<file path="config.mk">
export PLATFORM = sky130hd
export DESIGN_NAME = rmw_shim
export DESIGN_NICKNAME = d
export VERILOG_FILES = /design/src/hw/rmw_pkg.sv /design/src/hw/rmw_fifo.sv /design/src/hw/rmw_write_port.sv /design/src/hw/rmw_slot_table.sv /design/src/hw/rmw_read_port.sv /design/src/hw/rmw_shim.sv
export VERILOG_INCLUDE_DIRS = /design/src /design/src/include
export SDC_FILE = /design/constraint.sdc
export NUM_CORES = 2
export LEC_CHECK = 0
export BUFFER_PORTS_ARGS = -buffer_cell sky130_fd_sc_hd__buf_4
export CAP_MARGIN = 15
export CORE_ASPECT_RATIO = 0.7
export CORE_MARGIN = 8
export CORE_UTILIZATION = 26
export CTS_CLUSTER_DIAMETER = 60
export CTS_CLUSTER_SIZE = 8
export DETAILED_ROUTE_END_ITERATION = 16
export HOLD_SLACK_MARGIN = 0.12
export PLACE_DENSITY = 0.41
export RECOVER_POWER = 50
export SLEW_MARGIN = 25
export SYNTH_ARGS = -nofsm -noshare
export SYNTH_HDL_FRONTEND = slang
export SYNTH_SLANG_ARGS = --single-unit
</file>
<file path="constraint.sdc">
create_clock -name clk -period 44.4 [get_ports clk]
set_input_delay 4.44 -clock clk [delete_from_list [all_inputs] [get_ports clk]]
set_output_delay 4.44 -clock clk [all_outputs]
set_load 0.03 [all_outputs]
</file>
<file path="src/include/rmw_cfg.svh">
// ==========================================================
// Build-time sizing for the read-modify-write shim
// RMW_SLOTS must be at least 2, and its index must fit below
// the reserved top bit of the request tag
// Lines are whole; there are no multi-beat requests
// ==========================================================

`ifndef RMW_CFG_SVH
`define RMW_CFG_SVH

// Bytes carried by one line, and so bits in a byte mask
`define RMW_LINE_BYTES 16

// Width of a line address
`define RMW_ADDR_BITS 32

// Width of the request tag. The top bit is reserved for read-for-modify
`define RMW_MDATA_BITS 8

// Number of partial writes that may wait for their old line at once
`define RMW_SLOTS 4

// Write input buffer depth and the free-entry level that raises almost-full
`define RMW_IN_DEPTH 8
`define RMW_IN_THRESHOLD 4

`endif

</file>
<file path="src/hw/rmw_pkg.sv">
// ==========================================================
// Shared types for the read-modify-write shim
// All request and response structs carry their own valid bit
// The top mdata bit is reserved for shim-generated reads
// ==========================================================

`include "rmw_cfg.svh"

package rmw_pkg;

    // Slot index width and the reserved tag bit position
    localparam int SLOT_BITS = $clog2(`RMW_SLOTS);
    localparam int TAG_BIT = `RMW_MDATA_BITS - 1;

    typedef logic [`RMW_LINE_BYTES*8-1:0] line_t;
    typedef logic [`RMW_LINE_BYTES-1:0] mask_t;
    typedef logic [`RMW_ADDR_BITS-1:0] addr_t;
    typedef logic [`RMW_MDATA_BITS-1:0] mdata_t;
    typedef logic [SLOT_BITS-1:0] slot_t;

    // Read request, used toward memory and from the accelerator
    typedef struct packed {
        logic valid;
        addr_t addr;
        mdata_t mdata;
    } rd_req_t;

    // Read response, one whole line
    typedef struct packed {
        logic valid;
        mdata_t mdata;
        line_t data;
    } rd_rsp_t;

    // Write request. A mask of all ones marks a full-line write
    typedef struct packed {
        logic valid;
        addr_t addr;
        line_t data;
        mask_t mask;
        mdata_t mdata;
    } wr_req_t;

    // Read-for-modify request from the write side to the read side
    typedef struct packed {
        logic valid;
        addr_t addr;
        slot_t slot;
    } inject_t;

    // Old line returned for a parked slot
    typedef struct packed {
        logic valid;
        slot_t slot;
        line_t data;
    } merge_t;

endpackage

</file>
<file path="src/hw/rmw_fifo.sv">
// ==========================================================
// Synchronous FIFO with a type-parameter payload
// The head entry is visible on first while not_empty is high
// Callers must not enqueue when full or dequeue when empty
// almost_full is high while free entries <= THRESHOLD
// ==========================================================

module rmw_fifo
#(
    parameter type payload_t = logic,
    parameter int DEPTH = 4,
    parameter int THRESHOLD = 1
)
(
    input  logic clk,
    input  logic reset,

    input  logic enq_en,
    input  payload_t enq_data,
    output logic almost_full,

    output payload_t first,
    input  logic deq_en,
    output logic not_empty
);

    localparam int PTR_BITS = (DEPTH > 1) ? $clog2(DEPTH) : 1;
    localparam int CNT_BITS = $clog2(DEPTH + 1);

    // Storage array of DEPTH entries
    payload_t mem [DEPTH];

    logic [PTR_BITS-1:0] wr_ptr;
    logic [PTR_BITS-1:0] rd_ptr;
    logic [CNT_BITS-1:0] count;

    always_ff @(posedge clk)
    begin
        if (enq_en)
        begin
            mem[wr_ptr] <= enq_data;
        end
    end

    // Pointers wrap at DEPTH, which need not be a power of two
    always_ff @(posedge clk)
    begin
        if (enq_en)
        begin
            wr_ptr <= (wr_ptr == PTR_BITS'(DEPTH - 1)) ? '0 : wr_ptr + 1'b1;
        end
        if (deq_en)
        begin
            rd_ptr <= (rd_ptr == PTR_BITS'(DEPTH - 1)) ? '0 : rd_ptr + 1'b1;
        end

        // The occupancy moves only when exactly one side is active
        if (enq_en && !deq_en)
        begin
            count <= count + 1'b1;
        end
        else if (deq_en && !enq_en)
        begin
            count <= count - 1'b1;
        end

        if (reset)
        begin
            wr_ptr <= '0;
            rd_ptr <= '0;
            count <= '0;
        end
    end

    assign first = mem[rd_ptr];
    assign not_empty = (count != '0);
    assign almost_full = ((CNT_BITS'(DEPTH) - count) <= CNT_BITS'(THRESHOLD));

endmodule

</file>
<file path="src/hw/rmw_write_port.sv">
// ==========================================================
// Write side of the shim
// Full writes pass to memory; partial writes leave the queue
// only when a slot is free and the read side grants a read
// Full writes may overtake writes parked in the slot table
// A merged write has priority over the queue head
// ==========================================================

`include "rmw_cfg.svh"

module rmw_write_port
(
    input  logic clk,
    input  logic reset,

    input  rmw_pkg::wr_req_t afu_wr_req,
    output logic afu_wr_almost_full,

    output rmw_pkg::wr_req_t mem_wr_req,
    input  logic mem_wr_almost_full,

    output rmw_pkg::inject_t inject,
    input  logic inject_grant,

    input  logic slot_free,
    input  rmw_pkg::slot_t free_slot,

    output logic park,
    output rmw_pkg::wr_req_t park_req,

    input  rmw_pkg::wr_req_t done_req,
    output logic done_take,

    output logic head_partial
);

    import rmw_pkg::*;

    // ============================================================
    // Input buffer
    // ============================================================

    wr_req_t head;
    logic head_valid;
    logic head_deq;
    logic full_deq;

    rmw_fifo
    #(
        .payload_t(wr_req_t),
        .DEPTH(`RMW_IN_DEPTH),
        .THRESHOLD(`RMW_IN_THRESHOLD)
    )
    in_fifo
    (
        .clk,
        .reset,
        .enq_en(afu_wr_req.valid),
        .enq_data(afu_wr_req),
        .almost_full(afu_wr_almost_full),
        .first(head),
        .deq_en(head_deq),
        .not_empty(head_valid)
    );

    // The head is partial when any byte of its mask is clear
    assign head_partial = head_valid && (head.mask != '1);

    // ============================================================
    // Head dispatch
    // ============================================================

    // Ask the read side for a read-for-modify only when a slot can hold the write
    assign inject.valid = head_partial && slot_free;
    assign inject.addr = head.addr;
    assign inject.slot = free_slot;

    assign park = inject.valid && inject_grant;

    always_comb
    begin
        park_req = head;
        park_req.valid = park;
    end

    // Merged writes go first, and nothing is issued while memory is almost full
    assign done_take = done_req.valid && !mem_wr_almost_full;
    assign full_deq = head_valid && !head_partial && !mem_wr_almost_full && !done_req.valid;

    assign head_deq = full_deq || park;

    // Registered memory write port
    always_ff @(posedge clk)
    begin
        if (done_take)
        begin
            mem_wr_req <= done_req;
        end
        else
        begin
            mem_wr_req <= head;
        end
        mem_wr_req.valid <= done_take || full_deq;

        if (reset)
        begin
            mem_wr_req.valid <= 1'b0;
        end
    end

endmodule

</file>
<file path="src/hw/rmw_slot_table.sv">
// ==========================================================
// Slot table for parked partial writes
// A slot is claimed by park and released by done_take
// Merged slots are queued in response order
// Only one park and one merge may happen per cycle
// ==========================================================

`include "rmw_cfg.svh"

module rmw_slot_table
(
    input  logic clk,
    input  logic reset,

    input  logic park,
    input  rmw_pkg::wr_req_t park_req,

    output logic slot_free,
    output rmw_pkg::slot_t free_slot,

    input  rmw_pkg::merge_t merge,

    output rmw_pkg::wr_req_t done_req,
    input  logic done_take
);

    import rmw_pkg::*;

    // Busy bit per slot, plus the parked write with its new bytes and mask
    logic [`RMW_SLOTS-1:0] busy;
    wr_req_t slot_req [`RMW_SLOTS];

    slot_t done_slot;
    logic done_valid;
    line_t merged_line;

    // ============================================================
    // Free slot search
    // ============================================================

    // Lowest numbered idle slot wins
    always_comb
    begin
        free_slot = '0;
        for (int i = `RMW_SLOTS - 1; i >= 0; i--)
        begin
            if (!busy[i])
            begin
                free_slot = slot_t'(i);
            end
        end
    end

    assign slot_free = !(&busy);

    // ============================================================
    // Merge of new bytes over the returned line
    // ============================================================

    // Bytes set in the parked mask come from the write, the others from memory
    always_comb
    begin
        for (int b = 0; b < `RMW_LINE_BYTES; b++)
        begin
            merged_line[b*8 +: 8] = slot_req[merge.slot].mask[b] ?
                                    slot_req[merge.slot].data[b*8 +: 8] :
                                    merge.data[b*8 +: 8];
        end
    end

    always_ff @(posedge clk)
    begin
        if (park)
        begin
            slot_req[free_slot] <= park_req;
        end
        if (merge.valid)
        begin
            slot_req[merge.slot].data <= merged_line;
        end
    end

    // Park and release always name different slots
    always_ff @(posedge clk)
    begin
        if (park)
        begin
            busy[free_slot] <= 1'b1;
        end
        if (done_take)
        begin
            busy[done_slot] <= 1'b0;
        end

        if (reset)
        begin
            busy <= '0;
        end
    end

    // ============================================================
    // Done queue
    // ============================================================

    // Holds at most every slot once, so it never overflows
    rmw_fifo
    #(
        .payload_t(slot_t),
        .DEPTH(`RMW_SLOTS),
        .THRESHOLD(1)
    )
    done_fifo
    (
        .clk,
        .reset,
        .enq_en(merge.valid),
        .enq_data(merge.slot),
        .almost_full(),
        .first(done_slot),
        .deq_en(done_take),
        .not_empty(done_valid)
    );

    // The finished line now covers every byte
    always_comb
    begin
        done_req = slot_req[done_slot];
        done_req.mask = '1;
        done_req.valid = done_valid;
    end

endmodule

</file>
<file path="src/hw/rmw_read_port.sv">
// ==========================================================
// Read side of the shim
// Accelerator reads pass through in the same cycle
// Accelerator reads must keep the top mdata bit clear
// Tagged responses are consumed here and never forwarded
// ==========================================================

module rmw_read_port
(
    input  logic clk,
    input  logic reset,

    input  rmw_pkg::rd_req_t afu_rd_req,
    output rmw_pkg::rd_rsp_t afu_rd_rsp,
    output logic afu_rd_almost_full,

    output rmw_pkg::rd_req_t mem_rd_req,
    input  rmw_pkg::rd_rsp_t mem_rd_rsp,
    input  logic mem_rd_almost_full,

    input  rmw_pkg::inject_t inject,
    output logic inject_grant,

    input  logic head_partial,

    output rmw_pkg::merge_t merge
);

    import rmw_pkg::*;

    logic ready_q;
    logic partial_wait_q;
    logic rsp_tagged;

    // ============================================================
    // Requests
    // ============================================================

    // Ready follows memory almost-full with one cycle of delay
    always_ff @(posedge clk)
    begin
        ready_q <= !mem_rd_almost_full;
        partial_wait_q <= head_partial;

        if (reset)
        begin
            ready_q <= 1'b0;
            partial_wait_q <= 1'b0;
        end
    end

    // Hold off the accelerator for a cycle so a waiting partial write gets a free slot
    assign afu_rd_almost_full = mem_rd_almost_full || partial_wait_q;

    // An injected read uses only a cycle with no accelerator read
    assign inject_grant = inject.valid && !afu_rd_req.valid && !mem_rd_almost_full && ready_q;

    always_comb
    begin
        mem_rd_req = afu_rd_req;
        if (inject_grant)
        begin
            mem_rd_req.valid = 1'b1;
            mem_rd_req.addr = inject.addr;
            mem_rd_req.mdata = '0;
            mem_rd_req.mdata[TAG_BIT] = 1'b1;
            mem_rd_req.mdata[SLOT_BITS-1:0] = inject.slot;
        end
    end

    // ============================================================
    // Responses
    // ============================================================

    assign rsp_tagged = mem_rd_rsp.mdata[TAG_BIT];

    always_comb
    begin
        afu_rd_rsp = mem_rd_rsp;
        afu_rd_rsp.valid = mem_rd_rsp.valid && !rsp_tagged;
    end

    // Tagged lines go to the slot table one cycle later
    always_ff @(posedge clk)
    begin
        merge.valid <= mem_rd_rsp.valid && rsp_tagged;
        merge.slot <= mem_rd_rsp.mdata[SLOT_BITS-1:0];
        merge.data <= mem_rd_rsp.data;

        if (reset)
        begin
            merge.valid <= 1'b0;
        end
    end

endmodule

</file>
<file path="src/hw/rmw_shim.sv">
// ==========================================================
// Read-modify-write shim top level
// Emulates byte-masked writes on a full-line memory port
// Back-pressure is by almost-full levels only
// Write order between different lines is not kept
// ==========================================================

module rmw_shim
(
    input  logic clk,
    input  logic reset,

    input  rmw_pkg::rd_req_t afu_rd_req,
    output rmw_pkg::rd_rsp_t afu_rd_rsp,
    output logic afu_rd_almost_full,

    input  rmw_pkg::wr_req_t afu_wr_req,
    output logic afu_wr_almost_full,

    output rmw_pkg::rd_req_t mem_rd_req,
    input  rmw_pkg::rd_rsp_t mem_rd_rsp,
    input  logic mem_rd_almost_full,

    output rmw_pkg::wr_req_t mem_wr_req,
    input  logic mem_wr_almost_full
);

    import rmw_pkg::*;

    // Read-for-modify handshake between the write and read sides
    inject_t inject;
    logic inject_grant;
    logic head_partial;

    // Slot table traffic
    logic slot_free;
    slot_t free_slot;
    logic park;
    wr_req_t park_req;
    merge_t merge;
    wr_req_t done_req;
    logic done_take;

    rmw_write_port write_port
    (
        .clk,
        .reset,
        .afu_wr_req,
        .afu_wr_almost_full,
        .mem_wr_req,
        .mem_wr_almost_full,
        .inject,
        .inject_grant,
        .slot_free,
        .free_slot,
        .park,
        .park_req,
        .done_req,
        .done_take,
        .head_partial
    );

    rmw_slot_table slot_table
    (
        .clk,
        .reset,
        .park,
        .park_req,
        .slot_free,
        .free_slot,
        .merge,
        .done_req,
        .done_take
    );

    rmw_read_port read_port
    (
        .clk,
        .reset,
        .afu_rd_req,
        .afu_rd_rsp,
        .afu_rd_almost_full,
        .mem_rd_req,
        .mem_rd_rsp,
        .mem_rd_almost_full,
        .inject,
        .inject_grant,
        .head_partial,
        .merge
    );

endmodule

</file>
==> results.txt <==
- In the routed design, unresolved DRC markers number 0.
- Cells along the critical path: clkbuf_1 -> clkbuf_1 -> mux4_2 -> mux2i_1 -> nor4_1 -> nand4_1 -> nand4_1 -> clkbuf_1 -> buf_4 -> o22ai_1
* Number of global-route vias before repair: 58100
- Clock transition at the registers of the reported paths: 60 ps
- The biggest area contributor in the post-synthesis netlist is sky130_fd_sc_hd__edfxtp_1.
- Number of maximum-capacitance constraint violations: 39
- Maximum clock path buffer count: 4
- In this run the standard cell core region covers 0.387 mm^2.
- # placed instances: 10600
* Maximum resistive drop on vdd: 35.3 uV
- For the pin with the worst max-slew slack, the measured transition is 8480 ps.
* Weighted congestion at the end of routability-driven global placement: 0.710
- In this run the power density over the cells is 53.1 mW/mm^2.
- Worst Setup Path Type: flop to flop
- Across all hold checks on the routed design, the worst slack comes to 485 ps.
- Of the total synthesized cell area, the portion taken by full adders, half adders and majority gates is 0.200%.
- Setup repair after global routing missed its margin: no
- Number of synthesized register bits: 2560
- Top cells by area in the synthesized netlist: sky130_fd_sc_hd__edfxtp_1, sky130_fd_sc_hd__mux4_2, sky130_fd_sc_hd__dfxtp_1, sky130_fd_sc_hd__o22ai_1, sky130_fd_sc_hd__mux2i_1
- The worst hold path passes through 2 cells.
* Max Slew Vio Count: 1668
- At the end of the flow, the number of nets in the layout was 6270.
- Most instantiated flip-flop cell in the synthesis netlist: sky130_fd_sc_hd__edfxtp_1
- The worst setup path is launched from a flop.
* Post-DR vias/cell: 4.85
- Number of distinct library cell variants in the gate-level netlist after synthesis: 46
* Post-synthesis xor/xnor area fraction: 0.0433%
- The path class of the tightest hold or removal check is flop to flop.
- For this run, asynchronously set or reset flops after synthesis account for 0%.
- Once layout is complete, the cells apart from fillers number 11300.
* Post-Synthesis Net Count: 5552
- After synthesis, the largest family of logic cells by area is multiplexers.
* End of the worst hold path: slot_table.done_fifo.rd_ptr[1]$_SDFFE_PP0P_
- Clk sink count: 2560
- The tree is rooted in a sky130_fd_sc_hd__clkbuf_16.
* Clock tree skew after final layout: 58.1 ps
* Number of H-tree levels: 5
- The mapped netlist covers 0.101 mm^2.
- After Yosys synthesis, and, or, nand and nor cells account for 1.53% of the synthesized area.
* Setup slack at placement: 32720 ps
- For this run, the share of the core covered by cells in the final layout is 31.3%.
- Warnings from Yosys: 0
- Cells with a size suffix above 1 make up 26.9% of the layout.
- Sequential-to-total area share from yosys stat: 72.5%
- Data required time at the worst endpoint: 45010 ps
- Static power due to leakage: 38.4 nW
* Total half-perimeter wirelength after legalization and detailed placement: 193000 um
- Across all layers, the routed design uses 55000 vias.
- For this design, the slowest cell found on the critical path is sky130_fd_sc_hd__clkbuf_1.
- Initial DRT Pass Iterations: 5
* # port buffers: 721
- Headroom to the max-slew limit came out at -465%.
* Initial Util: 26.1%
* Total Die Area: 0.410 mm^2
* Avg Cell Area, Syn: 19.6 um^2
- Synth Area in Compound Gates: 3.95%
- Of the post-synthesis cell area, the part taken by muxes is 18.8%.
* First-pass GRT wire length: 462000 um
* Post-synth EDFFs: 2216
- Global routing finished with a remaining overflow of 0.
- Register-to-register path setup slack: 24500 ps
- Post-CTS Hold Fix Bufs: 0
* Final worst path period need: 19900 ps
- The final-report hold violation count was 0.
- The initial antenna violation count was 80.
- Post-route ant nets: 0
* Max Clock Freq: 50.3 MHz
- Dividing the detail-routed wire length by the instance count gives 29.4 um.
- Clock tree from TritonCTS: built
- Width of the die: 762 um
- The worst register-to-register path has a depth of 10.
* Setup WS post-layout: 24500 ps
* Number of cells upsized or downsized after cts: 0
- Setup violations remaining at the end of the flow were counted as 0.
- Detailed-route wire length: 333000 um
- Failing checks: max-capacitance violations, max-slew violations
- Largest fanout on the critical path: 86
* Kind of end point of the critical path: flop
- For this run, the slowest stage of the critical path takes 5710 ps.
- The endpoint identified for the worst register-to-register timing path is slot_table.slot_req[2][112]$_DFFE_PP_.
- GRT Util Overall: 15.6%
- Area grow syn2layout: 19.6%
* Outcome: finished, violations left
- Measured along the y axis, the die boundary spans 538 um.
- The worst hold path begins at slot_table.done_fifo.rd_ptr[1]$_SDFFE_PP0P_.
- Part of the cycle the worst path needs: 44.8%
- For the final routed database, the setup TNS stands at 0 ps.
* Skew-Pair Late Insertion Delay: 940 ps
- Pin count of the biggest net entering global routing: 97
- Share of Yosys cell area claimed by the top area cell type: 65.7%
- In this run, the number of DRC markers left after iteration 0 of detailed routing was 4570.
* Site Rows: 191
- The number of setup buffers added after CTS is 0.
- The number of clock buffers added by TritonCTS is 366.
- Crit path DAT: 20500 ps
* Cell type with the highest occurrence count on the critical path: sky130_fd_sc_hd__clkbuf_1
* Number of cells produced by synthesis: 5170
- For this design the top-level I/O count stands at 732.
==> metrics by stage <==
stage               total power, W  area, um^2
detailed placement         0.00386      111000
CTS                        0.00654      122000
finish                     0.00642      121000
floorplan                  0.00342      101000
global route               0.00667      121000
global placement           0.00386      111000
==> registers in the layout, indices dropped and copies added, names as in the netlist, named ones only <==
register	cells
slot_table.done_fifo.wr_ptr	2
slot_table.done_fifo.count	3
write_port.mem_wr_req	185
slot_table.slot_req	736
write_port.in_fifo.rd_ptr	3
slot_table.done_fifo.mem	8
slot_table.done_fifo.enq_data	2
read_port.partial_wait_q	1
write_port.in_fifo.count	4
slot_table.done_fifo.rd_ptr	2
write_port.in_fifo.mem	1472
write_port.in_fifo.wr_ptr	3
read_port.merge	129
slot_table.busy	4
read_port.ready_q	1
==> synthesized netlist by cell type, drive strengths merged, types with 2 or more instances <==
cell    number
mux2i      281
mux2        74
and2         9
inv         24
mux4       682
nor3        11
nor4         7
a31oi        2
or3          6
nand3b       2
clkbuf     164
xor2         3
o22ai      512
buf        328
nand3        4
nand4        6
edfxtp    2216
ha          13
a21oi      138
o31ai        2
nand2b      11
o21ai        5
nor2       281
nand2       28
nor2b        3
fa           2
xnor2        2
dfxtp      344
==> report_power, final <==
| group | switching, W | internal (W) |
|---|---|---|
| combinational | 0.000630 | 0.000323 |
| clock | 0.00107 | 0.00157 |
| sequential | 0.0000735 | 0.00275 |
| total | 0.00177 | 0.00465 |
==> cell type report <==
cell class,instances,area [um^2]
clock inverters,36,594
flip-flops and latches,2560,73400
well taps,5114,6400
clock buffers,635,10300
inverters,24,93.8
repair buffers,842,5200
fillers,37600,266000
diodes,29,72.6
multi-input cells,2094,24900
==> logic make-up after synthesis <==
group,count (synthesis)
AOI/OAI and AO/OA,666
xor gates and xnor gates,5
adders and majority gates,15
buffers and inverters,516
DFF,2560
muxes,1037
and+or+nand+nor,371
==> worst max-delay path, delay by kind of cell, from the launching register on <==
family,cells,cell delay (ps)
compound gates,1,200
mux,2,670
simple gates,3,1610
buf+inv,4,14640
flops,1,2290
==> metal layers <==
| layer | vias to the layer above | GRT usage (%) | share of wire [%] |
|---|---|---|---|
| met5 | - | 0 | 0.041 |
| met4 | 22 | 4.22 | 2.5 |
| met3 | 554 | 3.35 | 6.1 |
| met2 | 2023 | 25.5 | 47 |
| met1 | 29500 | 21.1 | 44 |
| li1 | 22900 | - | - |
==> worst max-delay path by stage <==
stage	start	endpoint	slack (ps)	cells after the start
after floorplan	afu_wr_req[184]	write_port.in_fifo.mem[0][0]$_DFFE_PP_	26250	3
after global placement	mem_rd_almost_full	mem_rd_req[28]	32760	7
after detailed placement	mem_rd_almost_full	mem_rd_req[24]	32720	7
after CTS	mem_rd_almost_full	mem_rd_req[24]	32680	7
after global routing	flop	slot_table.slot_req[2][27]$_DFFE_PP_	22470	10
final	flop	slot_table.slot_req[2][112]$_DFFE_PP_	24500	10
==> cell usage in the layout, fill, tap and decap left out, types with 16 or more instances in the layout <==
master                      instances
sky130_fd_sc_hd__edfxtp_1        2216
sky130_fd_sc_hd__mux4_2           680
sky130_fd_sc_hd__clkbuf_1         579
sky130_fd_sc_hd__o22ai_1          512
sky130_fd_sc_hd__buf_4            468
sky130_fd_sc_hd__clkbuf_16        369
sky130_fd_sc_hd__dfxtp_1          343
sky130_fd_sc_hd__mux2i_1          281
sky130_fd_sc_hd__nor2_1           280
sky130_fd_sc_hd__a21oi_1          138
sky130_fd_sc_hd__clkbuf_4          50
sky130_fd_sc_hd__mux2_1            40
sky130_fd_sc_hd__diode_2           29
sky130_fd_sc_hd__nand2_1           26
sky130_fd_sc_hd__inv_1             22
sky130_fd_sc_hd__mux2_2            18
sky130_fd_sc_hd__mux2_4            16
(Power assumes the default switching activity.)
